### src/vga_pkg.sv
`default_nettype none

package vga_pkg;

    // screen coordinate, wide enough for the full 800 count line
    typedef logic [10:0] coord_t;

    // one colour channel as driven to the video dac
    typedef logic [9:0] chan_t;

    // horizontal timing in pixel clocks
    // 640x480 at 60 hz with a 25 mhz pixel clock
    localparam coord_t h_visible = 11'd640;
    localparam coord_t h_front   = 11'd16;
    localparam coord_t h_sync    = 11'd96;
    localparam coord_t h_back    = 11'd48;
    localparam coord_t h_total   = h_visible + h_front + h_sync + h_back;

    // vertical timing in lines
    localparam coord_t v_visible = 11'd480;
    localparam coord_t v_front   = 11'd10;
    localparam coord_t v_sync    = 11'd2;
    localparam coord_t v_back    = 11'd33;
    localparam coord_t v_total   = v_visible + v_front + v_sync + v_back;

    // sync windows, counted from the start of the visible area
    localparam coord_t h_sync_start = h_visible + h_front;
    localparam coord_t h_sync_end   = h_sync_start + h_sync;
    localparam coord_t v_sync_start = v_visible + v_front;
    localparam coord_t v_sync_end   = v_sync_start + v_sync;

endpackage

`default_nettype wire

### src/disp_pkg.sv
`default_nettype none

package disp_pkg;

    // one decimal or hex digit
    typedef logic [3:0] digit_t;

    // active low segments, bit 0 is a and bit 6 is g
    typedef logic [6:0] seg7_t;

    // history of identified digits
    localparam int hist_depth = 8;
    localparam int hist_idx_w = $clog2(hist_depth);

    // strip layout, eight cells cover the visible width
    localparam vga_pkg::coord_t cell_width  = 11'd80;
    localparam vga_pkg::coord_t band_top    = 11'd200;
    localparam vga_pkg::coord_t band_height = 11'd64;

    // palette
    localparam vga_pkg::chan_t chan_grey    = 10'd512;
    localparam vga_pkg::chan_t chan_bg_blue = 10'd256;
    localparam vga_pkg::chan_t chan_white   = 10'd1023;

    // hex glyphs, lower case b and d so they differ from 8 and 0
    function automatic seg7_t seg7_decode(input digit_t d);
        seg7_t seg;
        case (d)
            4'h0: seg = 7'h40;
            4'h1: seg = 7'h79;
            4'h2: seg = 7'h24;
            4'h3: seg = 7'h30;
            4'h4: seg = 7'h19;
            4'h5: seg = 7'h12;
            4'h6: seg = 7'h02;
            4'h7: seg = 7'h78;
            4'h8: seg = 7'h00;
            4'h9: seg = 7'h10;
            4'ha: seg = 7'h08;
            4'hb: seg = 7'h03;
            4'hc: seg = 7'h46;
            4'hd: seg = 7'h21;
            4'he: seg = 7'h06;
            default: seg = 7'h0e;
        endcase
        return seg;
    endfunction

endpackage

`default_nettype wire

### src/vga_if.sv
`timescale 1ns/1ps
`default_nettype none

interface vga_if;

    // current pixel position, valid every cycle
    vga_pkg::coord_t x;
    vga_pkg::coord_t y;
    // inside the 640x480 window
    logic            active;
    // single cycle at h = 0, v = 0
    logic            frame_start;

    // timing generator side
    modport timing (
        output x, y, active, frame_start
    );

    // pixel renderer side
    modport render (
        input x, y, active, frame_start
    );

endinterface

`default_nettype wire

### src/vga_timing.sv
`timescale 1ns/1ps
`default_nettype none

module vga_timing (
    input  logic  i_clk,
    input  logic  i_arst_n,
    vga_if.timing o_pos,
    output logic  o_hs,
    output logic  o_vs,
    output logic  o_blank_n
);

    vga_pkg::coord_t h_cnt;
    vga_pkg::coord_t v_cnt;
    logic            h_last;
    logic            v_last;
    logic            hs_now;
    logic            vs_now;
    logic            active_now;

    // end of line and end of frame
    assign h_last = (h_cnt == vga_pkg::h_total - 11'd1);
    assign v_last = (v_cnt == vga_pkg::v_total - 11'd1);

    // horizontal count, 0..799
    always_ff @(posedge i_clk or negedge i_arst_n) begin
        if (!i_arst_n) begin
            h_cnt <= '0;
        end else if (h_last) begin
            h_cnt <= '0;
        end else begin
            h_cnt <= h_cnt + 11'd1;
        end
    end

    // vertical count, steps once per line
    always_ff @(posedge i_clk or negedge i_arst_n) begin
        if (!i_arst_n) begin
            v_cnt <= '0;
        end else if (h_last) begin
            if (v_last) begin
                v_cnt <= '0;
            end else begin
                v_cnt <= v_cnt + 11'd1;
            end
        end
    end

    // visible, front porch, sync, back porch
    // sync pulses active low
    assign hs_now = !((h_cnt >= vga_pkg::h_sync_start) && (h_cnt < vga_pkg::h_sync_end));
    assign vs_now = !((v_cnt >= vga_pkg::v_sync_start) && (v_cnt < vga_pkg::v_sync_end));
    assign active_now = (h_cnt < vga_pkg::h_visible) && (v_cnt < vga_pkg::v_visible);

    // position for the renderer, same cycle as the counters
    assign o_pos.x           = h_cnt;
    assign o_pos.y           = v_cnt;
    assign o_pos.active      = active_now;
    assign o_pos.frame_start = (h_cnt == '0) && (v_cnt == '0);

    // one stage delay
    // the renderer registers its colour, so sync and blank
    // must follow by the same single cycle to stay aligned
    always_ff @(posedge i_clk or negedge i_arst_n) begin
        if (!i_arst_n) begin
            o_hs      <= 1'b1;
            o_vs      <= 1'b1;
            o_blank_n <= 1'b1;
        end else begin
            o_hs      <= hs_now;
            o_vs      <= vs_now;
            o_blank_n <= active_now;
        end
    end

endmodule

`default_nettype wire

### src/digit_scroller.sv
`timescale 1ns/1ps
`default_nettype none

module digit_scroller (
    input  logic                  i_clk,
    input  logic                  i_arst_n,
    vga_if.render                 i_pos,
    input  logic                  i_identify,
    input  disp_pkg::digit_t      i_answer,
    output vga_pkg::chan_t        o_red,
    output vga_pkg::chan_t        o_green,
    output vga_pkg::chan_t        o_blue
);

    // history, slot 0 is the newest entry
    disp_pkg::digit_t                   hist_digit [disp_pkg::hist_depth];
    logic [disp_pkg::hist_depth-1:0]    hist_valid;

    // strip offset in pixels, 0..639
    vga_pkg::coord_t                    disp;

    vga_pkg::coord_t                    col_sum;
    vga_pkg::coord_t                    col;
    vga_pkg::coord_t                    slot_full;
    logic [disp_pkg::hist_idx_w-1:0]    slot_idx;
    logic                               in_band;
    logic                               on_border;
    disp_pkg::digit_t                   slot_digit;
    vga_pkg::chan_t                     slot_ramp;

    vga_pkg::chan_t                     next_red;
    vga_pkg::chan_t                     next_green;
    vga_pkg::chan_t                     next_blue;

    // valid bits shift in step with the digits
    always_ff @(posedge i_clk or negedge i_arst_n) begin
        if (!i_arst_n) begin
            hist_valid <= '0;
        end else if (i_identify) begin
            hist_valid <= {hist_valid[disp_pkg::hist_depth-2:0], 1'b1};
        end
    end

    // digit storage
    // oldest entry falls off the top
    always_ff @(posedge i_clk) begin
        if (i_identify) begin
            hist_digit[0] <= i_answer;
            for (int i = 1; i < disp_pkg::hist_depth; i++) begin
                hist_digit[i] <= hist_digit[i-1];
            end
        end
    end

    // one pixel per frame, wraps at the visible width
    always_ff @(posedge i_clk or negedge i_arst_n) begin
        if (!i_arst_n) begin
            disp <= '0;
        end else if (i_pos.frame_start) begin
            if (disp == vga_pkg::h_visible - 11'd1) begin
                disp <= '0;
            end else begin
                disp <= disp + 11'd1;
            end
        end
    end

    // shifted column, both terms below 640 so one subtract is enough
    assign col_sum = i_pos.x + disp;
    assign col     = (col_sum >= vga_pkg::h_visible) ? col_sum - vga_pkg::h_visible : col_sum;

    // cell lookup
    assign slot_full  = col / disp_pkg::cell_width;
    assign slot_idx   = slot_full[disp_pkg::hist_idx_w-1:0];
    assign on_border  = ((col % disp_pkg::cell_width) == '0);
    assign slot_digit = hist_digit[slot_idx];
    // d * 64
    assign slot_ramp  = {slot_digit, 6'd0};

    // rows of the strip
    assign in_band = (i_pos.y >= disp_pkg::band_top) &&
                     (i_pos.y < disp_pkg::band_top + disp_pkg::band_height);

    always_comb begin
        // blanked area stays black
        next_red   = '0;
        next_green = '0;
        next_blue  = '0;
        if (i_pos.active) begin
            if (!in_band) begin
                next_blue = disp_pkg::chan_bg_blue;
            end else if (on_border) begin
                next_red   = disp_pkg::chan_white;
                next_green = disp_pkg::chan_white;
                next_blue  = disp_pkg::chan_white;
            end else if (!hist_valid[slot_idx]) begin
                next_red   = disp_pkg::chan_grey;
                next_green = disp_pkg::chan_grey;
                next_blue  = disp_pkg::chan_grey;
            end else begin
                // red rises and green falls with the digit value
                next_red   = slot_ramp;
                next_green = disp_pkg::chan_white - slot_ramp;
                next_blue  = disp_pkg::chan_grey;
            end
        end
    end

    // colour register, one cycle after the position
    always_ff @(posedge i_clk or negedge i_arst_n) begin
        if (!i_arst_n) begin
            o_red   <= '0;
            o_green <= '0;
            o_blue  <= '0;
        end else begin
            o_red   <= next_red;
            o_green <= next_green;
            o_blue  <= next_blue;
        end
    end

endmodule

`default_nettype wire

### src/status_panel.sv
`timescale 1ns/1ps
`default_nettype none

module status_panel (
    input  logic                i_clk,
    input  logic                i_arst_n,
    input  logic [9:0]          i_sw,
    input  logic                i_key_identify_n,
    output logic                o_identify,
    output disp_pkg::digit_t    o_answer,
    output disp_pkg::seg7_t     o_hex_answer,
    output disp_pkg::seg7_t     o_hex_count
);

    disp_pkg::digit_t answer;
    disp_pkg::digit_t id_count;
    logic             key_meta;
    logic             key_sync;
    logic             key_prev;

    // highest closed switch among 9..1 wins
    // switch 0 alone reads as digit 0
    always_comb begin
        answer = '0;
        for (int i = 1; i < 10; i++) begin
            if (i_sw[i]) begin
                answer = disp_pkg::digit_t'(i);
            end
        end
    end

    assign o_answer = answer;

    // key is asynchronous to the pixel clock
    // released level after reset, so no false press
    always_ff @(posedge i_clk or negedge i_arst_n) begin
        if (!i_arst_n) begin
            key_meta <= 1'b1;
            key_sync <= 1'b1;
            key_prev <= 1'b1;
        end else begin
            key_meta <= i_key_identify_n;
            key_sync <= key_meta;
            key_prev <= key_sync;
        end
    end

    // press is a high to low step of the synchronised key
    always_ff @(posedge i_clk or negedge i_arst_n) begin
        if (!i_arst_n) begin
            o_identify <= 1'b0;
        end else begin
            o_identify <= key_prev && !key_sync;
        end
    end

    // identification count, wraps at 16
    always_ff @(posedge i_clk or negedge i_arst_n) begin
        if (!i_arst_n) begin
            id_count <= '0;
        end else if (o_identify) begin
            id_count <= id_count + 4'd1;
        end
    end

    // registered segment drivers
    always_ff @(posedge i_clk or negedge i_arst_n) begin
        if (!i_arst_n) begin
            o_hex_answer <= disp_pkg::seg7_decode(4'd0);
            o_hex_count  <= disp_pkg::seg7_decode(4'd0);
        end else begin
            o_hex_answer <= disp_pkg::seg7_decode(answer);
            o_hex_count  <= disp_pkg::seg7_decode(id_count);
        end
    end

endmodule

`default_nettype wire

### src/digit_display_top.sv
`timescale 1ns/1ps
`default_nettype none

module digit_display_top (
    input  logic                i_clk,
    input  logic                i_arst_n,
    input  logic [9:0]          i_sw,
    input  logic                i_key_identify_n,
    output vga_pkg::chan_t      o_vga_r,
    output vga_pkg::chan_t      o_vga_g,
    output vga_pkg::chan_t      o_vga_b,
    output logic                o_vga_hs,
    output logic                o_vga_vs,
    output logic                o_vga_blank_n,
    output disp_pkg::seg7_t     o_hex_answer,
    output disp_pkg::seg7_t     o_hex_count
);

    // panel to scroller
    logic             identify;
    disp_pkg::digit_t answer;

    // pixel position bus
    vga_if u_pos ();

    // 640x480 timing
    vga_timing u_timing (
        .i_clk     (i_clk),
        .i_arst_n  (i_arst_n),
        .o_pos     (u_pos),
        .o_hs      (o_vga_hs),
        .o_vs      (o_vga_vs),
        .o_blank_n (o_vga_blank_n)
    );

    // strip of recent digits
    digit_scroller u_scroller (
        .i_clk      (i_clk),
        .i_arst_n   (i_arst_n),
        .i_pos      (u_pos),
        .i_identify (identify),
        .i_answer   (answer),
        .o_red      (o_vga_r),
        .o_green    (o_vga_g),
        .o_blue     (o_vga_b)
    );

    // switches, key and seven segment digits
    status_panel u_panel (
        .i_clk            (i_clk),
        .i_arst_n         (i_arst_n),
        .i_sw             (i_sw),
        .i_key_identify_n (i_key_identify_n),
        .o_identify       (identify),
        .o_answer         (answer),
        .o_hex_answer     (o_hex_answer),
        .o_hex_count      (o_hex_count)
    );

endmodule

`default_nettype wire

### config.mk
export PLATFORM = sky130hd
export DESIGN_NAME = digit_display_top
export DESIGN_NICKNAME = d
export VERILOG_FILES = /design/src/vga_pkg.sv /design/src/disp_pkg.sv /design/src/vga_if.sv /design/src/vga_timing.sv /design/src/digit_scroller.sv /design/src/status_panel.sv /design/src/digit_display_top.sv
export SDC_FILE = /design/constraint.sdc
export NUM_CORES = 1
export LEC_CHECK = 0
export BUFFER_PORTS_ARGS = -buffer_cell sky130_fd_sc_hd__buf_2
export CAP_MARGIN = 10
export CELL_PAD_IN_SITES_DETAIL_PLACEMENT = 0
export CELL_PAD_IN_SITES_GLOBAL_PLACEMENT = 1
export CORE_MARGIN = 4
export CORE_UTILIZATION = 47
export CTS_CLUSTER_DIAMETER = 80
export CTS_CLUSTER_SIZE = 40
export DETAILED_ROUTE_END_ITERATION = 7
export PLACE_DENSITY_LB_ADDON = 0.1
export SLEW_MARGIN = 20
export SYNTH_ARGS = -nofsm -noshare
export SYNTH_HDL_FRONTEND = slang
export SYNTH_SLANG_ARGS = --single-unit
export TNS_END_PERCENT = 20
### constraint.sdc
create_clock -name i_clk -period 6.5 [get_ports i_clk]
set_input_delay 1.3 -clock i_clk [delete_from_list [all_inputs] [get_ports i_clk]]
set_output_delay 1.3 -clock i_clk [all_outputs]
set_load 0.01 [all_outputs]
* Word level (Yosys, flattened, before mapping)
Memories as Yosys holds them, arrays and structs flattened. A register that Yosys moved wholly into a read port is not among the register bits.
Index checks and enable logic that the tools add are counted.
W data, S select, Z words.
** Cells by class
- Add/sub/neg operators :: 7
- Divide/modulo/power cells :: 2
- $lt $le $gt $ge :: 10
- Eq/ne operators :: 3
- Multiplexer cells :: 28
- Reductions and logical operators :: 14
** Operator list (count)
- $mux W10 :: 10
- $mux W11 :: 4
- $add A11 B1 Y11 const B :: 3
- $eq A11 B10 Y1 const B :: 3
- $logic_not A11 Y1 :: 3
- $lt A11 B9 Y1 const B :: 3
- $mux W4 :: 8
- $ge A11 B10 Y1 const B :: 2
- $lt A11 B10 Y1 const B :: 2
- $add A11 B11 Y11 :: 1
- $div A11 B7 Y11 const B :: 1
- $ge A11 B8 Y1 const B :: 1
- $ge A11 B9 Y1 const B :: 1
- $mod A11 B7 Y11 const B :: 1
- $sub A11 B10 Y11 const B :: 1
- $sub A10 B10 Y10 const A :: 1
- $mux W9 :: 1
- $logic_and A1 B1 Y1 :: 6
- $logic_not A1 Y1 :: 5
- $add A4 B1 Y4 const B :: 1
- $lt A3 B4 Y1 const B :: 1
- $mux W1 :: 4
- $bmux W1 S3 :: 1
** Storage, ports and cells
- Register bits :: 82
- Memory bits (writable) :: 32
- ROM bits :: 224
- Input port bits :: 13
- Output and inout bits :: 47
- Word-level logic and storage cells :: 82
- Memories kept :: 3
** Memory list
- (no name shown) :: depth 16, bits a word 7, rd ports 1, clocked after memory_dff 1, write ports 0, line disp_pkg.sv:28 : case (d)
- (no name shown) :: depth 16, bits a word 7, rd ports 1, clocked after memory_dff 1, write ports 0, line disp_pkg.sv:28
- u_scroller.hist_digit :: depth 8, bits a word 4, rd ports 8, clocked after memory_dff 0, write ports 8, line digit_scroller.sv:16 : disp_pkg::digit_t hist_digit [disp_pkg::hist_depth];

* Longest topological paths before layout
- Word-level depth :: 10
- Mapped depth :: 24
- Gate-level depth less buffers :: 20

* Modules after synthesis
A second synthesis with hierarchy kept.
** Second synthesis, totals
- Cells, all modules :: 638
- Area, all modules :: 6658.9 um2
** By module, submodules not included
- digit_scroller :: instances 1, cells each 415, area an instance 4224.1 um2, sequential area each 1736.7 um2
- vga_timing :: instances 1, cells each 126, area an instance 1298.7 um2, sequential area each 629.4 um2
- status_panel :: instances 1, cells each 97, area an instance 1136.1 um2, sequential area each 556.8 um2

* Worst setup path after synthesis
OpenSTA, ideal clock, no wires.
- Kind :: reg2reg
- Start point :: register u_timing.h_cnt[2], in the netlist u_timing.o_pos.x[2]
- End point :: register u_scroller.o_red[7]
- Library setup time :: 0.119 ns
- Arrival :: 5.102 ns
- Required time :: 6.381 ns
- Path slack :: 1.279 ns
- Stages on the path, launching flop included :: 25
- Buffers on the path :: 5
- Period minus slack after synthesis :: 5.221 ns
- Cells stage by stage :: dfrtp_1 -> ha_1 -> buf_6 -> and3_1 -> a221oi_2 -> nor3_2 -> or2_1 -> buf_2 -> clkinv_1 -> ha_1 -> buf_1 -> inv_1 -> and3_4 -> o21a_1 -> or2_1 -> o32ai_2 -> a22oi_1 -> or3_1 -> o2111ai_2 -> buf_8 -> buf_6 -> mux2i_1 -> mux2i_1 -> mux2_2 -> o21a_1
** Between the ends
- Word-level cells in the longest chain between the ends :: 10
- Elaborated cells on any way between the ends :: 16
- Classes of those cells :: add/sub: 2; div: 2; order compare: 2; mux: 7; reduce/logical: 2; memory: 1
** RTL lines
- start, declared :: line vga_timing.sv:13 : vga_pkg::coord_t h_cnt;
- start signal, assigned :: line vga_timing.sv:32 : h_cnt <= h_cnt + 11'd1;
- $add A11 B11 Y11 :: line digit_scroller.sv:69 : assign col_sum = i_pos.x + disp;
- $sub A11 B10 Y11 or $ge A11 B10 Y1 (tied branches) :: line digit_scroller.sv:70 : assign col = (col_sum >= vga_pkg::h_visible) ? col_sum - vga_pkg::h_visible : col_sum;
- $mux W11 :: line digit_scroller.sv:70
- $div A11 B7 Y11 :: line digit_scroller.sv:73 : assign slot_full = col / disp_pkg::cell_width;
- $bmux W1 S3 :: line digit_scroller.sv:96 : end else if (!hist_valid[slot_idx]) begin
- $mux W1 (not written as such) :: line digit_scroller.sv:96
- $mux W10 :: line digit_scroller.sv:96
- $mux W10 :: line digit_scroller.sv:92 : end else if (on_border) begin
- $mux W10 :: line digit_scroller.sv:90 : if (!in_band) begin
- $mux W10 (*) :: line digit_scroller.sv:89 : if (i_pos.active) begin
- net u_scroller.next_red[7] :: line digit_scroller.sv:31 : vga_pkg::chan_t next_red;
- end signal, assigned :: line digit_scroller.sv:116 : o_red <= next_red;
- end, declared :: line digit_scroller.sv:10 : output vga_pkg::chan_t o_red,
Mark *: on every way through the listed nets, which the timed path passes. The rest lies on a longest branch. The select of a mux whose other input is x is not followed.
A chain may end at the register's enable or synchronous reset.

* Worst setup path in the final report
- Start point :: register u_timing.h_cnt[5], in the netlist u_timing.o_pos.x[5]
- End point :: register u_scroller.o_green[8]
** Between the ends
- Word-level cells in the longest chain between the ends :: 10
- Elaborated cells on any way between the ends :: 17
- Classes of those cells :: add/sub: 3; div: 2; order compare: 2; mux: 7; reduce/logical: 2; memory: 1
** RTL lines
- $add A11 B11 Y11 :: line digit_scroller.sv:69
- $sub A11 B10 Y11 or $ge A11 B10 Y1 (tied branches) :: line digit_scroller.sv:70
- $mux W11 :: line digit_scroller.sv:70
- $div A11 B7 Y11 :: line digit_scroller.sv:73
- $mem_v2 Z8 W4 or $bmux W1 S3 (tied branches)
- $sub A10 B10 Y10 or $mux W1 (tied branches) :: line digit_scroller.sv:103, digit_scroller.sv:96
- $mux W10 :: line digit_scroller.sv:96
- $mux W10 :: line digit_scroller.sv:92
- $mux W10 :: line digit_scroller.sv:90
- $mux W10 (*) :: line digit_scroller.sv:89
- net u_scroller.next_green[8] :: line digit_scroller.sv:32 : vga_pkg::chan_t next_green;
- end signal, assigned :: line digit_scroller.sv:117 : o_green <= next_green;
- end, declared :: line digit_scroller.sv:11 : output vga_pkg::chan_t o_green,
Marked as above.

==> flow_summary_export.csv <==
group,metric,value,unit
floorplan,die_h,125,um
routing,routed_wl,12400,um
yosys,synthMuxAreaShare,6.33,%
yosys,synthFlopType,"dfrtp_1",
clocking,cts_root_buf,"clkbuf_16",
setup_path,setup.worst_path.end_class,"flip-flop",
sta,fin_tns_setup,0,ns
yosys,ys_seq_area_share,45.8,%
setup_path,crit_fanout,14,
power_and_ir_drop,ir_drop,0.152,mV
yosys,synth_top_family_by_area,"simple AND/OR/NAND/NOR gates",
setup_path,cp.arrival,6.14,ns
power_and_ir_drop,power_per_cell_area,221,nW/um^2
floorplan,die_width,125,um
yosys,synthSimpleGateAreaFrac,16.6,%
min_path,hold_path_class,"flip-flop to flip-flop",
routing,wl_per_cell,15.1,um
setup_path,r2r_end,"u_scroller.o_green[8]",
setup_path,critPathKind,"flip-flop to flip-flop",
layout,final_cells,820,
placed_design,port-buffer-count,58,
floorplan,num_io_pins,60,
yosys,synth_xor_area_share,4.80,%
setup_path,reg2reg_slack,0.63,ns
yosys,synth.avg_cell_area,10.5,um^2
clocking,cts.sinks,110,
clocking,clkSlewWorstSetupHoldPaths,0.07,ns
clocking,cts_resized,0,
power_and_ir_drop,p_leak,0.00312,uW
clocking,clk_latency,0.35,ns
sta,fin_crit,5.87,ns
min_path,hp-start,"u_panel.key_meta",
layout,fillers,1224,
routing,dr.pass1.iters,4,
placed_design,hpwl,8760,um
routing,ant_nets,0,
floorplan,initial_core_util,48.2,%
layout,drive_gt1_share,19.3,%
setup_path,r2r_start,"u_timing.o_pos.x[5]",
sta,max_freq,170,MHz
power_and_ir_drop,seqPwrFrac,53.3,%
sta,fin_worst_skew,0.00962,ns
clocking,ctsHoldBuffers,0,
yosys,syn_area,6380,um^2
status,status,"complete, no violations",
sta,drv_slew,0,
sta,setup_violations,0,
layout,final_common_cell,"dfrtp_1",
yosys,ys_ff_latch,110,
min_path,whs_path_depth,0,
power_and_ir_drop,p_sw_share,25.7,%
power_and_ir_drop,p_int,1140,uW
routing,drcViolationCount,0,
power_and_ir_drop,clockPowerShare,33.5,%
job,cap_violations,0,
global_routing,grt_pass1_wl,21500,um
yosys,syn_nets,649,
sta,fin_crit_sh,90.4,%
layout,antenna_cells,0,
yosys,yosysWarnings,0,
layout,syn_to_final_growth,8.92,%
min_path,whs_endpoint,"u_panel.key_sync",
clocking,htree_levels,3,
yosys,synthAdderAreaFrac,5.81,%
clocking,clockBufferDepth,2,
sta,holdWs,0.357,ns
setup_path,reg2reg_depth,20,
layout,layout_common_cells,"70 x dfrtp_1, 57 x nand2_1, 57 x buf_2",
yosys,async_flop_share,70.9,%
sta,slew_headroom,41.5,%
clocking,cts_tree,"done",
placed_design,dp_cells,804,
power_and_ir_drop,p_comb_share,13.1,%
global_routing,grt_max_degree,55,
sta,worst_slew_pin_slew,0.873,ns
global_routing,antenna_found_initial,0,
placed_design,gp_congestion,0.811,
sta,finalHoldViolCount,0,
yosys,ys_types,87,
power_and_ir_drop,p_switching,394,uW
layout,regArea,2920,um^2
layout,final_util,52.5,%
floorplan,die-area,15500,um^2
yosys,synth_compound_area_share,14.5,%
clocking,post-cts-setup-buffer-count,0,
layout,multi_input_area,3080,um^2
clocking,cts_buffers,9,
setup_path,critPathLaunchType,"flip-flop",
setup_path,crit_required,6.77,ns
layout,fin_nets,681,
routing,via_count,4485,
floorplan,core_area,13200,um^2
global_routing,grt-ovfl-total,0,
yosys,synth_cells,607,
floorplan,placementRows,42,
global_routing,grt_pass1_vias,4393,
routing,vias_per_cell,5.47,
routing,drt_iter0_markers,183,
sta,rsz0062_at_grt,"no",
global_routing,grt_usage,16.5,%
yosys,synth-edff-count,32,
==> flip-flops by register name (all words and copies together), names as in the netlist, 4 cells and up <==
register / count
u_panel.o_hex_answer: 7
u_timing.o_pos.x: 11
u_scroller.hist_valid: 8
u_scroller.disp: 11
u_scroller.o_green: 5
u_scroller.hist_digit: 32
u_panel.o_hex_count: 7
u_panel.id_count: 4
u_timing.o_pos.y: 11
u_scroller.o_red: 5
==> cell families (layout without fill, tap and decap cells) <==
| family | count (synthesis) | in the layout |
|---|---|---|
| xor gates and xnor gates | 35 | 35 |
| adders and majority gates | 29 | 29 |
| AOI/OAI and AO/OA | 121 | 121 |
| DFF | 110 | 110 |
| muxes | 37 | 37 |
| and+or+nand+nor | 201 | 201 |
| buffers and inverters | 74 | 111 |
==> critical path, stage by stage, from the launching register on <==
cell       delay [ns]
dfrtp_1          0.47
ha_1             0.54
nand2_1          0.15
o311ai_0         0.36
o221ai_1         0.22
or2_1            0.32
clkinv_1         0.18
ha_1             0.40
inv_1            0.15
and3_4           0.20
o21ai_1          0.22
a311oi_1         0.16
o32ai_2          0.52
a22oi_1          0.16
or3_1            0.35
o2111ai_2        0.12
buf_4            0.28
nor3b_1          0.25
o41ai_2          0.13
a31oi_2          0.37
a21boi_1         0.22
==> worst max path at each step <==
stage | startpoint | cells after the start | to | slack, ns
after global routing | u_timing.o_pos.x[5] | 20 | u_scroller.o_green[8] | 0.04
after detailed placement | u_timing.o_pos.x[5] | 20 | u_scroller.o_green[8] | 0.65
final | u_timing.o_pos.x[5] | 20 | u_scroller.o_green[8] | 0.63
after global placement | u_timing.o_pos.x[5] | 20 | u_scroller.o_green[7] | 0.74
after floorplan | u_timing.o_pos.x[2] | 24 | u_scroller.o_red[7] | 1.28
after CTS | u_timing.o_pos.x[5] | 20 | u_scroller.o_green[8] | 0.61
==> power groups by stage <==
| stage | Clock (uW) | Sequential (uW) | Combinational [uW] |
|---|---|---|---|
| after floorplan | 0 | 825 | 144 |
| after CTS | 539 | 818 | 206 |
| after detailed placement | 0 | 831 | 205 |
| final | 514 | 817 | 201 |
| after global placement | 0 | 830 | 202 |
| after global routing | 566 | 826 | 229 |
==> metal layers <==
metal	track usage [%]	part of all wire, %
met1	22.9	48
met2	26.7	48
met3	2.92	3.1
met4	4.64	1.3
met5	0	0
==> cell type report <==
type	instances	area share, %
clock buffer	12	3.55
timing repair buffer	63	4.75
tap	176	3.17
clock inverter	4	0.486
inverter	32	1.73
multi-input combinational	423	44.3
sequential	110	42.1
==> synthesized netlist by cell type, types with 7 or more instances <==
| master | count | area share, % |
|---|---|---|
| dfrtp_1 | 70 | 27 |
| nand2_1 | 57 | 3.4 |
| nor2_1 | 37 | 2.2 |
| edfxtp_1 | 32 | 15 |
| inv_1 | 29 | 1.7 |
| ha_1 | 28 | 5.5 |
| mux2i_1 | 28 | 4.4 |
| a21oi_1 | 26 | 2.0 |
| xnor2_1 | 24 | 3.3 |
| o21ai_0 | 22 | 1.7 |
| buf_4 | 20 | 2.4 |
| nor3_1 | 17 | 1.3 |
| nand4_1 | 13 | 1.3 |
| and3_1 | 12 | 1.2 |
| nand3_1 | 11 | 0.86 |
| xor2_1 | 11 | 1.5 |
| clkbuf_1 | 9 | 0.53 |
| dfstp_2 | 8 | 3.3 |
| buf_2 | 7 | 0.55 |
| mux2_2 | 7 | 1.2 |
| nand2b_1 | 7 | 0.69 |
| o21a_1 | 7 | 0.82 |
==> stage by stage <==
stage	area, um^2	setup slack [ns]	total power [uW]
floorplan	6380	1.28	969
global placement	6660	0.740	1030
detailed placement	6660	0.653	1040
CTS	6940	0.613	1560
global route	6950	0.0361	1620
finish	6950	0.626	1530
(Power assumes the default switching activity.)
